**src/video_pkg.sv**
```systemverilog
`default_nettype none

package video_pkg;

	// --------------------
	// Pixel and colour types

	// Raster counter, wide enough for 0..319
	typedef logic [8:0] coord_t;

	// Sprite pixel, bit 0 red, bit 1 blue, bit 2 green, zero is transparent
	typedef logic [2:0] pixel_t;

	typedef logic [4:0] colour_t;

	// One pattern row per colour plane
	// r sits in the low byte so the bit order matches pixel_t
	typedef struct packed {
		logic [7:0] g;
		logic [7:0] b;
		logic [7:0] r;
	} plane_t;

	localparam colour_t colour_on = 5'd31;

	// --------------------
	// Raster timing, 320 x 264 at about 5 MHz

	localparam coord_t h_total = 9'd320;
	localparam coord_t v_total = 9'd264;
	localparam coord_t h_visible = 9'd256;
	localparam coord_t v_first = 9'd16;
	localparam coord_t v_last = 9'd240;

	// Sync windows before the centering offset is added
	localparam coord_t hs_base = 9'd280;
	localparam coord_t hs_width = 9'd32;
	localparam coord_t vs_base = 9'd248;
	localparam coord_t vs_width = 9'd4;

	// 49.152 MHz * 89 / 875
	localparam logic [9:0] cen_num = 10'd89;
	localparam logic [9:0] cen_den = 10'd875;

	// --------------------
	// Sprite attribute layout

	localparam int num_sprites = 64;
	localparam logic [7:0] spr_x_offset = 8'd2;
	localparam coord_t spr_y_base = 9'd239;

endpackage

`default_nettype wire

```
**src/host_pkg.sv**
```systemverilog
`default_nettype none

package host_pkg;

	// Bus widths
	localparam int bus_addr_w = 16;
	localparam int bus_data_w = 32;
	// Write index into the sprite memories, wide enough for the pattern map
	localparam int idx_w = 12;

	typedef logic [bus_addr_w-1:0] addr_t;
	typedef logic [bus_data_w-1:0] data_t;
	typedef logic [1:0] resp_t;

	// AXI response codes
	localparam resp_t resp_okay = 2'b00;
	localparam resp_t resp_slverr = 2'b10;

	// Address map
	// ctrl word holds h_center in 3..0 and v_center in 7..4
	localparam addr_t ctrl_addr = 16'h0000;
	// 256 attribute bytes, one per word, index in 9..2
	localparam addr_t attr_base = 16'h1000;
	// 4096 pattern rows, one per word, index in 13..2
	localparam addr_t pat_base = 16'h4000;

endpackage

`default_nettype wire

```
**src/host_wr_if.sv**
```systemverilog
`timescale 1ns/100ps
`default_nettype none

// Memory writes from the bus slave into the sprite engine
interface host_wr_if import video_pkg::*, host_pkg::*; ();

	// One-cycle strobes, at most one high at a time
	logic attr_we;
	logic pat_we;

	// Attribute writes only look at the low 8 bits
	logic [idx_w-1:0] index;

	// Attribute byte rides in the r field
	plane_t wdata;

	modport host (
		output attr_we,
		output pat_we,
		output index,
		output wdata
	);

	modport engine (
		input attr_we,
		input pat_we,
		input index,
		input wdata
	);

endinterface

`default_nettype wire

```
**src/host_regs.sv**
```systemverilog
`timescale 1ns/100ps
`default_nettype none

module host_regs import video_pkg::*, host_pkg::*; (
	input  logic       clk_49m,
	input  logic       reset,
	input  addr_t      awaddr_i,
	input  logic       awvalid_i,
	output logic       awready_o,
	input  data_t      wdata_i,
	input  logic       wvalid_i,
	output logic       wready_o,
	output resp_t      bresp_o,
	output logic       bvalid_o,
	input  logic       bready_i,
	input  addr_t      araddr_i,
	input  logic       arvalid_i,
	output logic       arready_o,
	output data_t      rdata_o,
	output resp_t      rresp_o,
	output logic       rvalid_o,
	input  logic       rready_i,
	output logic [3:0] h_center_o,
	output logic [3:0] v_center_o,
	host_wr_if.host    wr
);

	logic wr_accept;
	logic rd_accept;
	logic is_ctrl;
	logic is_attr;
	logic is_pat;

	// Address and data must arrive together, held off while a response waits
	assign awready_o = ~bvalid_o;
	assign wready_o = ~bvalid_o;
	assign arready_o = ~rvalid_o;

	assign wr_accept = awvalid_i & wvalid_i & awready_o & wready_o;
	assign rd_accept = arvalid_i & arready_o;

	// Write address decode
	assign is_ctrl = (awaddr_i == ctrl_addr);
	assign is_attr = (awaddr_i[15:10] == attr_base[15:10]);
	assign is_pat = (awaddr_i[15:14] == pat_base[15:14]);

	// --------------------
	// Write channel

	always_ff @(posedge clk_49m) begin
		if (!reset) begin
			bvalid_o <= 1'b0;
			wr.attr_we <= 1'b0;
			wr.pat_we <= 1'b0;
			h_center_o <= '0;
			v_center_o <= '0;
		end else begin
			// Strobes fire one cycle after acceptance
			wr.attr_we <= wr_accept & is_attr;
			wr.pat_we <= wr_accept & is_pat;
			if (wr_accept) begin
				bvalid_o <= 1'b1;
				if (is_ctrl) begin
					{v_center_o, h_center_o} <= wdata_i[7:0];
				end
			end else if (bready_i) begin
				bvalid_o <= 1'b0;
			end
		end
	end

	// Response code and write payload
	always_ff @(posedge clk_49m) begin
		if (wr_accept) begin
			bresp_o <= (is_ctrl || is_attr || is_pat) ? resp_okay : resp_slverr;
			wr.index <= is_attr ? {4'd0, awaddr_i[9:2]} : awaddr_i[13:2];
			// Attribute byte lands in the r field
			wr.wdata <= plane_t'(wdata_i[23:0]);
		end
	end

	// --------------------
	// Read channel

	always_ff @(posedge clk_49m) begin
		if (!reset) begin
			rvalid_o <= 1'b0;
		end else if (rd_accept) begin
			rvalid_o <= 1'b1;
		end else if (rready_i) begin
			rvalid_o <= 1'b0;
		end
	end

	// Only the centering register reads back, memories are write-only
	always_ff @(posedge clk_49m) begin
		if (rd_accept) begin
			if (araddr_i == ctrl_addr) begin
				rdata_o <= data_t'({v_center_o, h_center_o});
				rresp_o <= resp_okay;
			end else begin
				rdata_o <= '0;
				rresp_o <= resp_slverr;
			end
		end
	end

endmodule

`default_nettype wire

```
**src/flat_wrapper.sv**
```systemverilog
// flat-port wrapper written by rule: the top's interface ports become plain ports
module host_regs_flat import video_pkg::*, host_pkg::*;
  (clk_49m, reset, awaddr_i, awvalid_i, awready_o, wdata_i, wvalid_i, wready_o, bresp_o, bvalid_o, bready_i, araddr_i, arvalid_i, arready_o, rdata_o, rresp_o, rvalid_o, rready_i, h_center_o, v_center_o, wr_attr_we, wr_pat_we, wr_index, wr_wdata);
  host_wr_if wr_i ();
  input  logic clk_49m;
  input  logic reset;
  input  addr_t awaddr_i;
  input  logic awvalid_i;
  output logic awready_o;
  input  data_t wdata_i;
  input  logic wvalid_i;
  output logic wready_o;
  output resp_t bresp_o;
  output logic bvalid_o;
  input  logic bready_i;
  input  addr_t araddr_i;
  input  logic arvalid_i;
  output logic arready_o;
  output data_t rdata_o;
  output resp_t rresp_o;
  output logic rvalid_o;
  input  logic rready_i;
  output logic [3:0] h_center_o;
  output logic [3:0] v_center_o;
  output wire logic [$bits(wr_i.attr_we)-1:0] wr_attr_we;
  output wire logic [$bits(wr_i.pat_we)-1:0] wr_pat_we;
  output wire logic [$bits(wr_i.index)-1:0] wr_index;
  output wire logic [$bits(wr_i.wdata)-1:0] wr_wdata;
  assign wr_attr_we = wr_i.attr_we;
  assign wr_pat_we = wr_i.pat_we;
  assign wr_index = wr_i.index;
  assign wr_wdata = wr_i.wdata;
  host_regs u_core (.clk_49m(clk_49m), .reset(reset), .awaddr_i(awaddr_i), .awvalid_i(awvalid_i), .awready_o(awready_o), .wdata_i(wdata_i), .wvalid_i(wvalid_i), .wready_o(wready_o), .bresp_o(bresp_o), .bvalid_o(bvalid_o), .bready_i(bready_i), .araddr_i(araddr_i), .arvalid_i(arvalid_i), .arready_o(arready_o), .rdata_o(rdata_o), .rresp_o(rresp_o), .rvalid_o(rvalid_o), .rready_i(rready_i), .h_center_o(h_center_o), .v_center_o(v_center_o), .wr(wr_i));
endmodule
```
**config.mk**
```make
export PLATFORM = sky130hd
export DESIGN_NAME = host_regs_flat
export DESIGN_NICKNAME = d
export VERILOG_FILES = /design/src/video_pkg.sv /design/src/host_pkg.sv /design/src/host_wr_if.sv /design/src/host_regs.sv /design/src/flat_wrapper.sv
export SDC_FILE = /design/constraint.sdc
export NUM_CORES = 1
export LEC_CHECK = 0
export ABC_AREA = 1
export BUFFER_PORTS_ARGS = -buffer_cell sky130_fd_sc_hd__clkbuf_2
export CELL_PAD_IN_SITES_DETAIL_PLACEMENT = 1
export CELL_PAD_IN_SITES_GLOBAL_PLACEMENT = 1
export CORE_MARGIN = 5
export CORE_UTILIZATION = 32
export DETAILED_ROUTE_END_ITERATION = 16
export HOLD_SLACK_MARGIN = 0.12
export PLACE_DENSITY_LB_ADDON = 0.3
export SKIP_LAST_GASP = 1
export SLEW_MARGIN = 20
export SYNTH_ARGS = -nofsm -noshare
export SYNTH_HDL_FRONTEND = slang
export SYNTH_SLANG_ARGS = --single-unit
export TNS_END_PERCENT = 50
```
**constraint.sdc**
```tcl
create_clock -name clk_49m -period 2.4 [get_ports clk_49m]
set_input_delay 0.12 -clock clk_49m [delete_from_list [all_inputs] [get_ports clk_49m]]
set_output_delay 0.12 -clock clk_49m [all_outputs]
set_load 0.05 [all_outputs]
```
# After elaboration in Yosys (flattened, before gate mapping)
# Index checks and enable logic that the tools add are counted.
# totals
inputBits	71
out_inout_bits	87
word_cells	38
ff_bits	84
# classes
mux	6
n_eq_ne	2
n_bitwise	8
n_reduce_logical	7
# ops
cell	count
logical NOT 16 bit	2
bitwise AND 1 bit	6
equality test 6 x 3 -> 1 bit, second input constant	1
2-to-1 mux 1 bit	4
2-to-1 mux 2 bit	2
nonzero test 2 bit	2
equality test 2 x 1 -> 1 bit, second input constant	1
logical OR 1 bit	2
inverter 1 bit	2
AND reduction 2 bit	1

# Logic depth before layout (Yosys ltp)
# depth
word_depth	4
depth_mapped	7
depth_no_buf	7

# Least setup slack after synthesis
# No wires, ideal clock.
# synth_timing
path_type	flip-flop to flip-flop
from	reg u_core.rvalid_o
to	reg u_core.rvalid_o
path_buffers	0
setup_time_ns	0.115
stages_incl_launch_ff	5
slack_ns	0.844
period_less_slack_ns	1.556
t_arrival_ns	1.441
t_required_ns	2.285
path_cell_list	dfxtp_1 -> inv_1 -> nand2_1 -> inv_1 -> o21a_1
# synth_via
elab_chain_len	3
elab_cells_between_ends	4
cone_classes	mux (1); bitwise (2); reduce/logical (1)
# synth_rtl
element	line	source
start: declaration	host_regs.sv:21	output logic rvalid_o,
start signal: assignment	host_regs.sv:87	rvalid_o <= 1'b0;
start signal: assignment	host_regs.sv:89	rvalid_o <= 1'b1;
start signal: assignment	host_regs.sv:91	rvalid_o <= 1'b0;
inverter 1 bit (*)	host_regs.sv:37	assign arready_o = ~rvalid_o;
net arready_o	flat_wrapper.sv:18	output logic arready_o;
bitwise AND 1 bit (*)	host_regs.sv:40	assign rd_accept = arvalid_i & arready_o;
net u_core.rd_accept	host_regs.sv:29	logic rd_accept;
2-to-1 mux 1 bit / nonzero test 2 bit (equally long branches)	-	
# Mark *: on every way through the listed nets, which the timed path passes. The rest lies on a longest branch.
# A chain may end at the register's enable or synchronous reset.

# Final worst setup path
# layout_timing
from	reg u_core.bvalid_o
to	reg u_core.wr.attr_we
# layout_via
elab_chain_len	4
# layout_rtl
element	line	source
start: declaration	host_regs.sv:14	output logic bvalid_o,
start signal: assignment	host_regs.sv:52	bvalid_o <= 1'b0;
start signal: assignment	host_regs.sv:62	bvalid_o <= 1'b1;
start signal: assignment	host_regs.sv:67	bvalid_o <= 1'b0;
inverter 1 bit (*)	host_regs.sv:35, host_regs.sv:36	
bitwise AND 1 bit	host_regs.sv:39	assign wr_accept = awvalid_i & wvalid_i & awready_o & wready_o;
bitwise AND 1 bit (*)	host_regs.sv:39	
bitwise AND 1 bit (*)	host_regs.sv:59	wr.attr_we <= wr_accept & is_attr;
end signal: assignment	host_regs.sv:59	
end: declaration	host_wr_if.sv:18	output attr_we,
# Mark *: on every way between the ends. The rest lies on a longest branch, timed or not.

==> run metrics <==
status completed; Post-Route WL roughly 7 mm; register area 1620 sq um; Starting Density roughly 33%; DRT antenna net count 0; placed wire-length estimate approximately 4.7 mm; Die Area 9200 sq um; Worst Path Required between 2000 and 3000 ps; # IOs ~160; Core Box Area approximately 7200 sq um; Reg-to-Reg Start u_core.bvalid_o; met3 wire length between 500 and 600 um; CTS tree built; critical path type register to register; GRT overflow 0; Seq cells post-synth 58; Worst-path clk slew 70 ps; RR Endpoint u_core.wr.attr_we; ant diodes 0; Clock Tree Root clkbuf_8; chip height 95.9 um; FILL cells 837; hold path start reset; Total Neg Setup Slack 0 ps; worst skew pair latency 330 ps; Setup crit start kind register; DR pass1 iterations 4; Worst Hold Class input port to register; endpoints failing setup 0; critical path peak fanout 37; Post-synth ARST share 0%; PortBufs ~120; Post-CTS Setup Inserts 0; Tmin final 1890 ps; Starting DRT DRC Count 39; most common cell after layout, fill and taps aside clkbuf_2; area of the multi-input gates between 500 and 600 sq um; met2 wire length around 3.8 mm; setup ws final between 500 and 600 ps; Worst VDD drop between 0.0002 and 0.0003 V; first-pass GRT wire length 10.8 mm; Hold Path Depth 3; Worst Reg-to-Reg Cells 5; Worst Hold End u_core.v_center_o[3]; area added between synthesis and finish 52.6%; Top Layer Used met4; cts bufs inserted 9; vias in the first global route 2052; maximum capacitance violations 0; Power Density a little over 700 nW/um^2; CP endpoint kind register; Final Skew approximately 9.0 ps; M1 WL between 2 and 3 mm; ys flop type edfxtp_1; cell count after placement 414; Setup Slack @ Placement about 1000 ps; routed length per instance about 15 um; Rows 31; Non-Filler Instances 470; post-route DRC violation count 0; DP Area 3000 sq um; Avg Inst Size Synth around 12 sq um; vias per cell ~4.1; H-Tree Level Count 3; final instance area between 3000 and 4000 sq um; synth unique cells 19; DR vias between 1500 and 2000; Leak approximately 1.7 nW; synth warn 0; final hold vios 0; Clock Sinks 58; RSZ-0062 raised after global routing false; ratio of cells with drive above 1 in the final layout between 30% and 40%; EDFF count, synth 46; Post-Syn Instances about 200; Max Transition Viols Final 0; FMAX between 0.5 and 0.6 GHz; Max Buffers Root-to-Sink 2; largest net degree at the start of global routing 38; Post-layout nets between 400 and 500; Placer Congestion around 0.66; cell area after synthesis roughly 2400 sq um; FF-to-FF setup slack 510 ps; arrival time at the worst endpoint 2170 ps; fin crit share approximately 79%; initial antenna violation count 0; sequential area share after synthesis between 60 and 70%; GRT Util Overall around 16%; die width between 90 and 100 um; most frequent cells in the layout 123 x clkbuf_2, 46 x edfxtp_1, 40 x dlygate4sd3_1
-- stage by stage --
stage               util, %  hold slack, ps  total power [mW]
CTS                    50.0             165              2.57
global placement       41.5             297              1.53
detailed placement     41.5             299              1.54
floorplan                 -             199              1.47
finish                 50.0             170              2.56
global route           50.0             186              2.67
-- per-layer routing --
metal  track usage, %  vias to the layer above
met1             17.8                      916
li1                 -                      925
met2             29.0                       94
met5                0                        -
met4             6.75                        0
met3             4.14                       10
-- how the worst max path moves through the flow --
stage / startpoint / endpoint / slack [ps] / cells after the start
floorplan: u_core.rvalid_o / u_core.rvalid_o / 840 / 4
global placement: u_core.bvalid_o / u_core.wr.attr_we / 1060 / 4
detailed placement: u_core.bvalid_o / u_core.wr.attr_we / 1020 / 4
CTS: u_core.bvalid_o / u_core.wr.attr_we / 490 / 5
global route: u_core.bvalid_o / u_core.wr.attr_we / 310 / 5
finish: u_core.bvalid_o / u_core.wr.attr_we / 510 / 5
-- critical path: stages (launching register included) --
cell and delay (ps):
dfxtp_1 340, nor2_4 330, buf_12 270, nand2_1 130
nor4_1 170, dlygate4sd3_1 570
-- layout make-up --
cell class	instances	area share, %
inverters	29	3.02
repair buffers	164	28.7
flip-flops and latches	58	45.0
well taps	99	3.44
clock inverters	5	2.19
multi-input cells	104	14.0
clock buffers	11	3.64
-- logic make-up (layout without fill, tap and decap cells) --
| group | count (synthesis) | in the layout | share of synthesized area [%] |
|---|---|---|---|
| simple gates | 76 | 76 | 16.4 |
| buf+inv | 61 | 209 | 14.1 |
| flops | 58 | 58 | 68.6 |
| compound gates | 2 | 2 | 0.636 |
| other cells | 1 | 26 | 0.159 |
-- flip-flops by register name, summed over array words and instances (netlist names) --
| signal | count |
|---|---|
| u_core.wr.wdata | 24 |
| u_core.v_center_o | 4 |
| u_core.rvalid_o | 1 |
| u_core.wr.index | 12 |
| u_core.h_center_o | 4 |
| u_core.rresp_o | 1 |
| u_core.bvalid_o | 1 |
| u_core.bresp_o | 1 |
| u_core.wr.attr_we | 1 |
| u_core.wr.pat_we | 1 |
| u_core.rdata_o | 8 |
-- Yosys cell counts (2+ instances only) --
master,count,area (sq um)
inv_1,29,109
nor2_1,30,113
edfxtp_1,46,1380
nor3_1,2,10.0
clkbuf_1,4,15.0
buf_4,28,210
dfxtp_1,12,240
nand2_1,24,90.1
nand4_1,9,56.3
nor2_2,2,12.5
nor4_1,3,18.8
nor2_8,2,40.0
-- power by group --
group | switching, mW | leakage (nW) | internal [mW]
registers | 0.0119 | 0.529 | 1.13
clock network | 0.401 | 0.0972 | 0.582
logic | 0.320 | 1.08 | 0.115
total | 0.732 | 1.71 | 1.82
-- what timing repair did --
item / in CTS / in global routing
hold buffers: 40 / 0
endpoints found under the hold margin: 39 / 0
gates resized for setup: 0 / 0
Note: power is estimated with default switching activity, not from simulation.
