===== src/video_pkg.sv =====
`default_nettype none

package video_pkg;

	// --------------------
	// Pixel and colour types

	// Raster counter, wide enough for 0..319
	typedef logic [8:0] coord_t;

	// Sprite pixel, bit 0 red, bit 1 blue, bit 2 green, zero is transparent
	typedef logic [2:0] pixel_t;

	typedef logic [4:0] colour_t;

	// One pattern row per colour plane
	// r sits in the low byte so the bit order matches pixel_t
	typedef struct packed {
		logic [7:0] g;
		logic [7:0] b;
		logic [7:0] r;
	} plane_t;

	localparam colour_t colour_on = 5'd31;

	// --------------------
	// Raster timing, 320 x 264 at about 5 MHz

	localparam coord_t h_total = 9'd320;
	localparam coord_t v_total = 9'd264;
	localparam coord_t h_visible = 9'd256;
	localparam coord_t v_first = 9'd16;
	localparam coord_t v_last = 9'd240;

	// Sync windows before the centering offset is added
	localparam coord_t hs_base = 9'd280;
	localparam coord_t hs_width = 9'd32;
	localparam coord_t vs_base = 9'd248;
	localparam coord_t vs_width = 9'd4;

	// 49.152 MHz * 89 / 875
	localparam logic [9:0] cen_num = 10'd89;
	localparam logic [9:0] cen_den = 10'd875;

	// --------------------
	// Sprite attribute layout

	localparam int num_sprites = 64;
	localparam logic [7:0] spr_x_offset = 8'd2;
	localparam coord_t spr_y_base = 9'd239;

endpackage

`default_nettype wire


===== src/video_timing.sv =====
`timescale 1ns/100ps
`default_nettype none

module video_timing import video_pkg::*; (
	input  logic       clk_49m,
	input  logic       reset,
	input  logic [3:0] h_center_i,
	input  logic [3:0] v_center_i,
	output logic       ce_pix_o,
	output coord_t     h_o,
	output coord_t     v_o,
	output logic       hblank_o,
	output logic       vblank_o,
	output logic       hsync_o,
	output logic       vsync_o,
	output logic       csync_o
);

	logic [9:0]  frac_acc;
	logic [10:0] frac_sum;
	coord_t      hs_start;
	coord_t      vs_start;

	// --------------------
	// Fractional pixel clock enable

	// Add num each clock, pulse and subtract den on overflow
	assign frac_sum = {1'b0, frac_acc} + {1'b0, cen_num};

	always_ff @(posedge clk_49m) begin
		if (!reset) begin
			frac_acc <= '0;
			ce_pix_o <= 1'b0;
		end else if (frac_sum >= {1'b0, cen_den}) begin
			frac_acc <= 10'(frac_sum - {1'b0, cen_den});
			ce_pix_o <= 1'b1;
		end else begin
			frac_acc <= frac_sum[9:0];
			ce_pix_o <= 1'b0;
		end
	end

	// --------------------
	// Raster counters

	// Counters move at the end of the ce_pix cycle
	always_ff @(posedge clk_49m) begin
		if (!reset) begin
			h_o <= '0;
			v_o <= '0;
		end else if (ce_pix_o) begin
			if (h_o == h_total - coord_t'(1)) begin
				h_o <= '0;
				v_o <= (v_o == v_total - coord_t'(1)) ? '0 : v_o + coord_t'(1);
			end else begin
				h_o <= h_o + coord_t'(1);
			end
		end
	end

	assign hblank_o = (h_o >= h_visible);
	assign vblank_o = (v_o < v_first) || (v_o >= v_last);

	// Centering shifts both sync windows later
	assign hs_start = hs_base + coord_t'(h_center_i);
	assign vs_start = vs_base + coord_t'(v_center_i);

	assign hsync_o = (h_o >= hs_start) && (h_o < hs_start + hs_width);
	assign vsync_o = (v_o >= vs_start) && (v_o < vs_start + vs_width);
	assign csync_o = ~(hsync_o ^ vsync_o);

endmodule

`default_nettype wire


===== config.mk =====
export PLATFORM = sky130hd
export DESIGN_NAME = video_timing
export DESIGN_NICKNAME = d
export VERILOG_FILES = /design/src/video_pkg.sv /design/src/video_timing.sv
export SDC_FILE = /design/constraint.sdc
export NUM_CORES = 1
export LEC_CHECK = 0
export BUFFER_PORTS_ARGS = -buffer_cell sky130_fd_sc_hd__buf_4
export CORE_MARGIN = 2
export CORE_UTILIZATION = 55
export CTS_CLUSTER_SIZE = 10
export DETAILED_ROUTE_END_ITERATION = 7
export PLACE_DENSITY = 0.78
export SETUP_SLACK_MARGIN = 0.5
export SLEW_MARGIN = 40
export SYNTH_ARGS = -nofsm -noshare
export SYNTH_HDL_FRONTEND = slang
export SYNTH_SLANG_ARGS = --single-unit

===== constraint.sdc =====
create_clock -name clk_49m -period 2.6 [get_ports clk_49m]
set_input_delay 0.26 -clock clk_49m [delete_from_list [all_inputs] [get_ports clk_49m]]
set_output_delay 0.26 -clock clk_49m [all_outputs]
set_load 0.1 [all_outputs]

* Word-level counts from Yosys, hierarchy flattened
Cells that the tools add are included.
** Storage, ports and cells
- Register bits :: 29
- Latch bits :: 0
- RAM bits :: 0
- Bits in read-only memories :: 0
- Input port bits :: 10
- Output and inout bits :: 24
- Word-level logic and storage cells :: 32
- Memories :: 0
** Cells by class
- Add/subtract/negate cells :: 8
- Multipliers :: 0
- Div/mod/pow operators :: 0
- Order comparisons :: 8
- Equal/unequal tests :: 2
- Shift operators :: 0
- Mux-type cells :: 4
- Bitwise operators :: 2
- Reductions and logical operators :: 4
** Operator list (count)
- $add 9x1->9 const B :: 2
- $eq 9x9->1 const B :: 2
- $ge 9x9->1 :: 2
- $lt 9x9->1 :: 2
- $mux 9 :: 2
- $add 10x7->11 const B :: 1
- $ge 11x10->1 const B :: 1
- $mux 10 :: 1
- $sub 10x10->10 const B :: 1
- $add 8x4->9 const A :: 1
- $add 9x3->9 const B :: 1
- $add 9x4->9 const A :: 1
- $add 9x6->9 const B :: 1
- $ge 9x8->1 const B :: 1
- $ge 9x9->1 const B :: 1
- $lt 9x5->1 const B :: 1
- $logic_and 1x1->1 :: 2
- $reduce_and 2->1 :: 1
- $logic_or 1x1->1 :: 1
- $mux 1 :: 1
- $not 1->1 :: 1
- $xor 1x1->1 :: 1

* Logic depth before layout (Yosys ltp)
Gate-level depths: netlist of the first run.
- Depth in word-level cells :: 6
- Depth in mapped cells :: 10

* Worst setup path before layout of the first run
OpenSTA, ideal clock, no wires.
- Path kind :: register to output
- Start :: reg h_o[0]
- End :: out csync_o
- Arrival time :: 9505 ps
- Setup slack :: -7165 ps
- Cell stages (with the launch flop) :: 10
- Path through :: dfxtp_1 -> inv_1 -> ha_1 -> nand3_1 -> nor2_1 -> nor4_1 -> a21bo_2 -> a21oi_1 -> a2111oi_0 -> xnor2_1
** On the way
- Longest elaborated chain between the ends :: 4
- Elaborated cells on any way between the ends :: 5
** Ends and longest elaborated chain
- from (decl) :: RTL line video_timing.sv:10 : output coord_t h_o,
- from (signal assigned) :: RTL line video_timing.sv:56 : h_o <= h_o + coord_t'(1);
- $ge 9x9->1 or $lt 9x9->1 (tied branches) :: RTL line video_timing.sv:68 : assign hsync_o = (h_o >= hs_start) && (h_o < hs_start + hs_width);
- $logic_and 1x1->1 (*) :: RTL line video_timing.sv:68
- net hsync_o :: RTL line video_timing.sv:14 : output logic hsync_o,
- $xor 1x1->1 (*) :: RTL line video_timing.sv:70 : assign csync_o = ~(hsync_o ^ vsync_o);
- $not 1->1 (*) :: RTL line video_timing.sv:70
- to (decl) :: RTL line video_timing.sv:16 : output logic csync_o
The timed path passes the listed nets; every way through them passes the cells marked *.

* Final worst setup path of the first run
- Start :: reg v_o[1]
- End :: out csync_o
** On the way
- Longest elaborated chain between the ends :: 4
- Elaborated cells on any way between the ends :: 5
** Ends and longest elaborated chain
- from (decl) :: RTL line video_timing.sv:11 : output coord_t v_o,
- from (signal assigned) :: RTL line video_timing.sv:54 : v_o <= (v_o == v_total - coord_t'(1)) ? '0 : v_o + coord_t'(1);
- $ge 9x9->1 or $lt 9x9->1 (tied branches) :: RTL line video_timing.sv:69 : assign vsync_o = (v_o >= vs_start) && (v_o < vs_start + vs_width);
- $logic_and 1x1->1 (*) :: RTL line video_timing.sv:69
- $xor 1x1->1 (*) :: RTL line video_timing.sv:70
- $not 1->1 (*) :: RTL line video_timing.sv:70
Mark *: on every way between the ends. The rest lies on a longest branch, timed or not.

==> results.cfg, run 1 <==
[status]
status = complete, no violations

[grt]
use_met1_pct = 32.4
antenna_found_initial = 0
grt_max_degree = 13
grt_overflow = 0
grt_usage_pct = 26.4
grt_use_met3_pct = 5.17
met2_usage_pct = 46.5
grt_pass1_vias = 2066
grt_pass1_wl_um = 9190
busiest_layer = met2

[logic_synthesis]
synth_top_area_share_pct = 26.2
netlist_top_cells_area = dfxtp_1, ha_1, nor2_1
yosys_warnings = 0
synth-edff-count = 0
syn_area_um2 = 2210
synth_cell_types = 43
ys_seq_elements = 29
synthFlopType = dfxtp_1
yosysSeqAreaShare_pct = 26.2
async_reset_ff_share_pct = 0
synth_common_cells = ha_1, dfxtp_1, nor2_1, nand2_1, a21oi_1
syn_avg_cell_area_um2 = 8.22
synthMostInstantiatedCell = ha_1
synth_nets = 311
yosysTopAreaCell = dfxtp_1
syn_inst = 269

[hold_path]
worstHoldPathCells = 2
hold_end = frac_acc[6]
holdCritStartpoint = reset
holdCritPathClass = in2reg

[pwr]
ir_drop_mv = 0.454
pwr_density_cell_nw_per_um2 = 461
leakage_nw = 1.45

[worst_setup_path]
cp_slowest_cell = dfxtp_4
r2r-end = frac_acc[5]
cp-start-kind = register
crit_fanout = 5
reg2reg_from = frac_acc[1]
end_kind = output pin
crit_arrival_ns = 2.27
slowest_delay_ns = 0.37
rrSetupSlack_ns = 0.19
setup.worst_path.start = v_o[1]
critPathMostFrequentCell = a21oi_1
crit_chain = ha_1, a21oi_1, o21bai_1, a21o_1, a21oi_1, o311a_4, xnor2_2, buf_6
worstPathRequired_ns = 2.34
r2r_cells = 9
path_class = reg2out

[place]
io_buffers = 33
detailed_place_hpwl_um = 3650
dpl_cell_area_um2 = 2620
gp_congestion = 0.835
dp.cells = 346

[timing]
fin_crit_sh_pct = 97.3
period_needed_ns = 2.53
whs_ns = 0.257
worst_slew_pin_slew_ns = 0.528
relSlewSlack_pct = 64.7
rsz0062_at_grt = yes
maxSlewViolCount = 0
clock_skew_ns = 0.0161
fmax_mhz = 395
setup_viol = 0
hold_viol_final = 0
setup_tns_ns = 0

[clocking]
cts_num_sinks = 29
clk_latency_ns = 0.29
cts_tree = built
numCtsBuffers = 5
htree_levels = 2
clock_path_buffers = 2
cts_root_buf = clkbuf_8
clkTransAtPathRegs_ns = 0.08

[layout]
fin_cells = 384
nets = 375
fillers = 185
antenna_cells = 0
drive_gt1_share_pct = 45.5
final_core_util_pct = 84.2
final_cell_area_um2 = 3320
area_growth_syn_to_layout_pct = 50.0

[floorplanning]
io_pins = 34
die-area_um2 = 4550
core_area_um2 = 3940
die_x_um = 67.4
start_util_pct = 56.1
num_rows = 23
die_h_um = 67.4

[drt]
ant_nets = 0
wl_per_cell_um = 20.1
vias = 2439
firstDrtPassIters = 5
first_iter_violations = 267
drt_wl_total_um = 7700
drt-vias-per-instance = 6.35
drc = 0

[flow_run]
drv_cap = 0
-- state kept, by name (all words and copies together) (netlist names) --
register  flops
h_o           9
v_o           9
frac_acc     10
ce_pix_o      1
-- worst max-delay path: cells and delay by family, from the launching register on --
kind / cells / cell delay, ns
XOR/XNOR: 1 / 0.11
AO/OA/AOI/OAI: 5 / 0.94
adder cells (fa/ha/maj): 1 / 0.31
buffers and inverters: 1 / 0.24
flip-flops: 1 / 0.37
-- power breakdown --
part           internal [mW]  total, mW  switching, mW  leakage [nW]
clock network          0.283      0.464          0.181        0.0528
registers              0.466      0.535         0.0689         0.251
logic                  0.237      0.530          0.293          1.15
total                  0.986       1.53          0.543          1.45
-- logic make-up after synthesis --
group | after synthesis | synth area share [%]
xor+xnor | 23 | 9.11
compound gates | 66 | 19.6
buf+inv | 23 | 4.92
simple gates | 94 | 21.1
mux | 2 | 0.905
fa+ha+maj | 32 | 18.1
flops | 29 | 26.2
-- metrics by stage --
step                      setup slack [ns]  total power, mW
after global placement               0.173            0.826
after CTS                            0.135             1.39
after global routing                0.0292             1.57
after detailed placement             0.108            0.833
final                               0.0709             1.53
after floorplan                      -1.17            0.770
-- how the worst max path moves through the flow --
stage	end	cells past startpoint
2_1_floorplan	csync_o	9
3_3_place_gp	frac_acc[3]	8
3_5_place_dp	frac_acc[2]	8
4_1_cts	csync_o	10
5_1_grt	csync_o	8
6_report	csync_o	8
-- cell usage in the layout (no fill, tap or decap), types with 3 or more instances in the layout --
master,n
nor2_1,24
buf_4,57
nand2b_1,3
o21a_1,3
nand2_1,19
ha_1,23
a21oi_2,8
dfxtp_4,13
o21ai_0,10
o21ai_2,5
nand3_1,6
xnor2_2,4
and3_1,6
nand4_1,5
a211o_1,5
dfxtp_2,11
a21o_1,4
a21oi_1,11
nor2b_1,4
xor2_1,11
nor3_1,3
or3_1,6
dfxtp_1,5
ha_4,9
buf_6,4
inv_1,14
clkbuf_8,5
xnor2_1,7
and4_1,3
-- layer usage --
| metal | up-vias | routed length, um |
|---|---|---|
| met1 | 1155 | 2980 |
| met3 | 43 | 565 |
| met2 | 148 | 3890 |
| met5 | - | 0 |
| met4 | 0 | 260 |
| li1 | 1093 | - |
-- area by class of cell --
type                            instances  area, um^2  area share, %
Multi-Input combinational cell        218        1930           58.1
Sequential cell                        29         643           19.4
Timing Repair Buffer                   63         513           15.5
Clock buffer                            6        72.6           2.19
Inverter                               16        65.1           1.96
Tap cell                               50        62.6           1.89
Clock inverter                          2        33.8           1.02
-- repair_timing --
action	in CTS	in global routing
pin swaps	23	19
gates resized for setup	40	36
buffers inserted	15	14
gates cloned	1	0
setup endpoints to repair	15	15
hold buffers	0	0
Note: power is estimated with default switching activity, not from simulation.
==> run 2, diff against run 1 <==
--- a/config.mk
+++ b/config.mk
@@ -5,12 +5,13 @@
 export SDC_FILE = /design/constraint.sdc
 export NUM_CORES = 1
 export LEC_CHECK = 0
+export ABC_AREA = 1
 export BUFFER_PORTS_ARGS = -buffer_cell sky130_fd_sc_hd__buf_4
 export CORE_MARGIN = 2
 export CORE_UTILIZATION = 55
 export CTS_CLUSTER_SIZE = 10
 export DETAILED_ROUTE_END_ITERATION = 7
-export PLACE_DENSITY = 0.78
+export PLACE_DENSITY = 0.77
 export SETUP_SLACK_MARGIN = 0.5
 export SLEW_MARGIN = 40
 export SYNTH_ARGS = -nofsm -noshare
==> run 2 against run 1 <==
  * Design area rose by 2.9%
  * First-iteration DRC count fell by 72%
  * Final cell count rose by 18%
  * Sequential power fell by 13%
  * Power fell by 21%
  * Critical path type unchanged
  * Largest cell class unchanged
  * Largest power group unchanged
==> results.cfg, run 2 <==
[worst_setup_path]
r2r-end = frac_acc[2]
path_class = reg2out
r2r_cells = 13
cp-start-kind = register
setup.worst_path.start = h_o[4]
reg2reg_from = frac_acc[0]
rrSetupSlack_ns = 0.68
worstPathRequired_ns = 2.34
end_kind = output pin
crit_arrival_ns = 1.96
crit_fanout = 4

[grt]
grt_overflow = 0
grt_pass1_wl_um = 10100
antenna_found_initial = 0
grt_usage_pct = 25.1
grt_max_degree = 18
grt_pass1_vias = 2374

[place]
detailed_place_hpwl_um = 4400
gp_congestion = 0.828
place_ws_ns = 0.0925
io_buffers = 33

[drt]
wl_per_cell_um = 13.8
vias = 2521
first_iter_violations = 75
firstDrtPassIters = 4
drc = 0
drt-vias-per-instance = 5.54
drt_wl_total_um = 6270
ant_nets = 0

[logic_synthesis]
syn_area_um2 = 2420
async_reset_ff_share_pct = 0
syn_avg_cell_area_um2 = 6.87
yosys_warnings = 0
syn_inst = 353
synth-edff-count = 0
synth_cell_types = 33
synth_nets = 395
yosysSeqAreaShare_pct = 23.9
netlist_top_cells_area = dfxtp_1, ha_1, nand2_1
synthMostInstantiatedCell = nand2_1
synth_common_cells = nand2_1, inv_1, nand3_1, ha_1, nor2_1
synthFlopType = dfxtp_1
ys_seq_elements = 29
yosysTopAreaCell = dfxtp_1
synth_top_area_share_pct = 23.9

[clocking]
clkTransAtPathRegs_ns = 0.06
numCtsBuffers = 5
htree_levels = 2
cts_root_buf = clkbuf_8
clock_path_buffers = 2
cts_num_sinks = 29
ctsHoldBuffers = 0
clk_latency_ns = 0.28
cts_tree = built

[floorplanning]
num_rows = 24
io_pins = 34
die-area_um2 = 4960
core_area_um2 = 4290
start_util_pct = 56.5
die_x_um = 70.4
die_h_um = 70.4

[timing]
fmax_mhz = 451
setup_viol = 0
relSlewSlack_pct = 74.9
fin_crit_sh_pct = 85.2
period_needed_ns = 2.22
maxSlewViolCount = 0
rsz0062_at_grt = yes
setup_tns_ns = 0
worst_slack_ns = 0.384
clock_skew_ns = 0.00361
hold_viol_final = 0
worst_slew_pin_slew_ns = 0.373

[hold_path]
holdCritStartpoint = reset
worstHoldPathCells = 3
holdCritPathClass = in2reg
hold_end = frac_acc[2]

[pwr]
pwr_density_cell_nw_per_um2 = 354
ir_drop_mv = 0.299
leakage_nw = 1.53

[layout]
area_growth_syn_to_layout_pct = 40.9
largest_reg_flops = 10
regMostFlops = frac_acc
largest_registers = frac_acc: 10 flops, h_o: 9 flops, v_o: 9 flops
antenna_cells = 0
final_common_cell = nand2_1
final_core_util_pct = 79.5
nets = 444
mostFrequentLayoutCells = nand2_1, inv_1, buf_4
drive_gt1_share_pct = 39.0

[flow_run]
drv_cap = 0

[status]
status = complete, no violations
## run 2: stage by stage
step	hold slack [ns]	total power, mW	cells	area (um^2)
floorplan	0.380	0.703	353	2710
global placement	0.465	0.754	436	3020
detailed placement	0.466	0.764	436	3020
CTS	0.242	1.18	451	3260
global route	0.250	1.27	455	3420
finish	0.250	1.21	455	3420
## run 2: where the power goes
group / switching [mW] / internal (mW)
combinational: 0.204 / 0.132
clock: 0.170 / 0.239
sequential: 0.0223 / 0.443
total: 0.396 / 0.813
## run 2: layer usage
layer / global-route usage, % / share of wire [%] / vias up
met5: 0 / 0 / -
met4: 11.1 / 1.8 / 0
met3: 3.75 / 2.3 / 10
met2: 46.4 / 53 / 44
met1: 28.0 / 43 / 1195
li1: - / - / 1272
## run 2: repair_timing
item                       in CTS  in global routing
setup endpoints to repair       6                 12
setup buffers                   7                  2
gates resized for setup        19                 30
pin swaps                      13                 18
cloned                          0                  2
## run 2: critical path: stages (launching register included)
cell        delay, ns
dfxtp_4          0.37
ha_4             0.29
nand2_4          0.06
o21ai_2          0.16
nand2_1          0.07
nand4_1          0.07
nand4_1          0.19
clkinvlp_4       0.17
nand2_4          0.07
nand2_8          0.06
buf_12           0.16
## run 2: worst max-delay path by stage
stage,depth (start not counted),endpoint,slack [ns]
2_1_floorplan,9,csync_o,0.25
3_3_place_gp,12,csync_o,0.13
3_5_place_dp,12,csync_o,0.09
4_1_cts,9,csync_o,0.41
5_1_grt,10,csync_o,0.28
6_report,10,csync_o,0.38
## run 2: kinds of logic (layout without fill, tap and decap cells)
logic type               count (synthesis)  in the layout  synth area share [%]
buffers and inverters                   53            101                  8.57
flip-flops                              29             29                  23.9
XOR/XNOR                                 9              9                  3.25
adder cells (fa/ha/maj)                 32             32                  16.5
AO/OA/AOI/OAI                           50             50                  12.6
AND/OR/NAND/NOR                        180            182                  35.1
## run 2: final cells by class
| cell class | instances | area, um^2 |
|---|---|---|
| inverter | 49 | 193 |
| clock inverter | 1 | 5.00 |
| tap | 52 | 65.1 |
| timing repair buffer | 44 | 379 |
| sequential | 29 | 654 |
| multi-input combinational | 273 | 2020 |
| fill | 296 | 878 |
| clock buffer | 7 | 96.3 |
==> run 3, diff against run 2 <==
--- a/config.mk
+++ b/config.mk
@@ -6,7 +6,7 @@
 export NUM_CORES = 1
 export LEC_CHECK = 0
 export ABC_AREA = 1
-export BUFFER_PORTS_ARGS = -buffer_cell sky130_fd_sc_hd__buf_4
+export BUFFER_PORTS_ARGS = -buffer_cell sky130_fd_sc_hd__buf_2
 export CORE_MARGIN = 2
 export CORE_UTILIZATION = 55
 export CTS_CLUSTER_SIZE = 10
==> run 3 against run 2 <==
  * Fmax fell by 0.77%
  * Via count fell by 0.36%
  * Power fell by 4.9%
  * Global-route usage fell by 0.74 points
  * Largest cell class unchanged
  * Largest power group unchanged
  * Highest routed layer unchanged
==> results.cfg, run 3 (same netlist as run 2, synthesis figures left out) <==
[clocking]
clock_path_buffers = 2
htree_levels = 2
numCtsBuffers = 5
cts_num_sinks = 29
clk_latency_ns = 0.28
cts_root_buf = clkbuf_8
clkTransAtPathRegs_ns = 0.06
ctsHoldBuffers = 0
cts_tree = built

[grt]
grt_overflow = 0
grt_use_met3_pct = 4.04
grt_pass1_wl_um = 9760
met2_usage_pct = 44.1
antenna_found_initial = 0
busiest_layer = met2
use_met1_pct = 28.6
grt_pass1_vias = 2357
grt_usage_pct = 24.4
grt_max_degree = 17

[layout]
final_core_util_pct = 78.4
nets = 450
area_growth_syn_to_layout_pct = 38.8
mostFrequentLayoutCells = nand2_1, inv_1, nand3_1
antenna_cells = 0
largest_reg_flops = 10
regMostFlops = frac_acc
final_common_cell = nand2_1
fillers = 320
final_cell_area_um2 = 3370
largest_registers = frac_acc: 10 flops, h_o: 9 flops, v_o: 9 flops
drive_gt1_share_pct = 40.3

[worst_setup_path]
crit_buf_inv = 3
cp-start-kind = register
end_kind = output pin
crit_chain = ha_4, inv_2, nor3_4, nand3_2, o2111ai_2, a21oi_2, o21ai_1, buf_4, nand2_8, buf_12
path_class = reg2out
cp_slowest_cell = dfxtp_4
slowest_delay_ns = 0.37
worstPathRequired_ns = 2.34
crit_fanout = 3
crit_arrival_ns = 1.97
path_delay_family = flip-flops

[floorplanning]
start_util_pct = 56.5
die_x_um = 70.4
num_rows = 24
die-area_um2 = 4960
io_pins = 34
core_area_um2 = 4290
die_h_um = 70.4

[timing]
maxSlewViolCount = 0
setup_viol = 0
fmax_mhz = 448
setup_tns_ns = 0
worst_slew_pin_slew_ns = 0.501
clock_skew_ns = 0.00360
period_needed_ns = 2.23
rsz0062_at_grt = yes
hold_viol_final = 0
fin_crit_sh_pct = 85.9
relSlewSlack_pct = 66.8

[pwr]
pwr_density_cell_nw_per_um2 = 342
ir_drop_mv = 0.317
leakage_nw = 1.54

[drt]
ant_nets = 0
drt-vias-per-instance = 5.45
drc = 0
firstDrtPassIters = 4
vias = 2512
first_iter_violations = 118
drt_wl_total_um = 6290
wl_per_cell_um = 13.6

[place]
io_buffers = 33
dpl_cell_area_um2 = 2970
detailed_place_hpwl_um = 4490
gp_congestion = 0.848

[hold_path]
holdCritPathClass = in2reg

[flow_run]
drv_cap = 0

[status]
status = complete, no violations
[run 3: cell types whose count changed in the layout (fill, tap and decap cells not counted), moves of 2 or more]
cell / before / now
buf_2: 0 / 28
buf_4: 39 / 16
a21oi_1: 19 / 15
a21oi_2: 13 / 17
clkbuf_8: 7 / 5
inv_2: 4 / 2
nand2_2: 22 / 24
[run 3: tightest hold or removal path, delay by kind of cell]
kind | cells | cell delay (ns)
buf+inv | 1 | 0.14
simple gates | 2 | 0.10
[run 3: final timing paths]
check                   start           to  slack, ns  cells past startpoint
setup / recovery       v_o[8]      csync_o       0.37                     10
hold / removal          reset  frac_acc[2]       0.26                      3
setup reg to reg  frac_acc[0]  frac_acc[0]       0.63                     13
hold reg to reg        v_o[0]       v_o[0]       0.48                      1
[run 3: metal layers]
metal  vias up  routed length, um
li1       1276                  -
met1      1162               2710
met2        59               3230
met3        15                247
met4         0                104
met5         -                  0
[run 3: cell type report]
type	instances	area, um^2	area share [%]
Sequential cell	29	653	19.4
Timing Repair Buffer	50	359	10.7
Inverter	49	195	5.80
Multi-Input combinational cell	273	2010	59.7
Clock buffer	6	72.6	2.16
Clock inverter	2	10.0	0.297
Tap cell	52	65.1	1.93
[run 3: timing repair]
| action | in CTS | in global routing |
|---|---|---|
| setup endpoints to repair | 12 | 13 |
| gates resized for setup | 18 | 30 |
| gates cloned | 0 | 2 |
| setup buffers | 5 | 9 |
| endpoints found under the hold margin | 0 | 0 |
| pin swaps | 6 | 14 |
[run 3: power by group]
part           internal [mW]  switching [mW]  total, mW
Combinational          0.131           0.202      0.334
Clock                  0.185           0.168      0.353
Sequential             0.442          0.0209      0.463
Total                  0.758           0.391       1.15
[run 3: through the flow]
step	instances	setup slack, ns	power [mW]	hold slack (ns)
CTS	450	0.384	1.12	0.248
detailed placement	437	0.227	0.762	0.464
global placement	437	0.304	0.751	0.458
global route	461	0.279	1.22	0.284
floorplan	353	0.251	0.703	0.380
finish	461	0.366	1.15	0.260
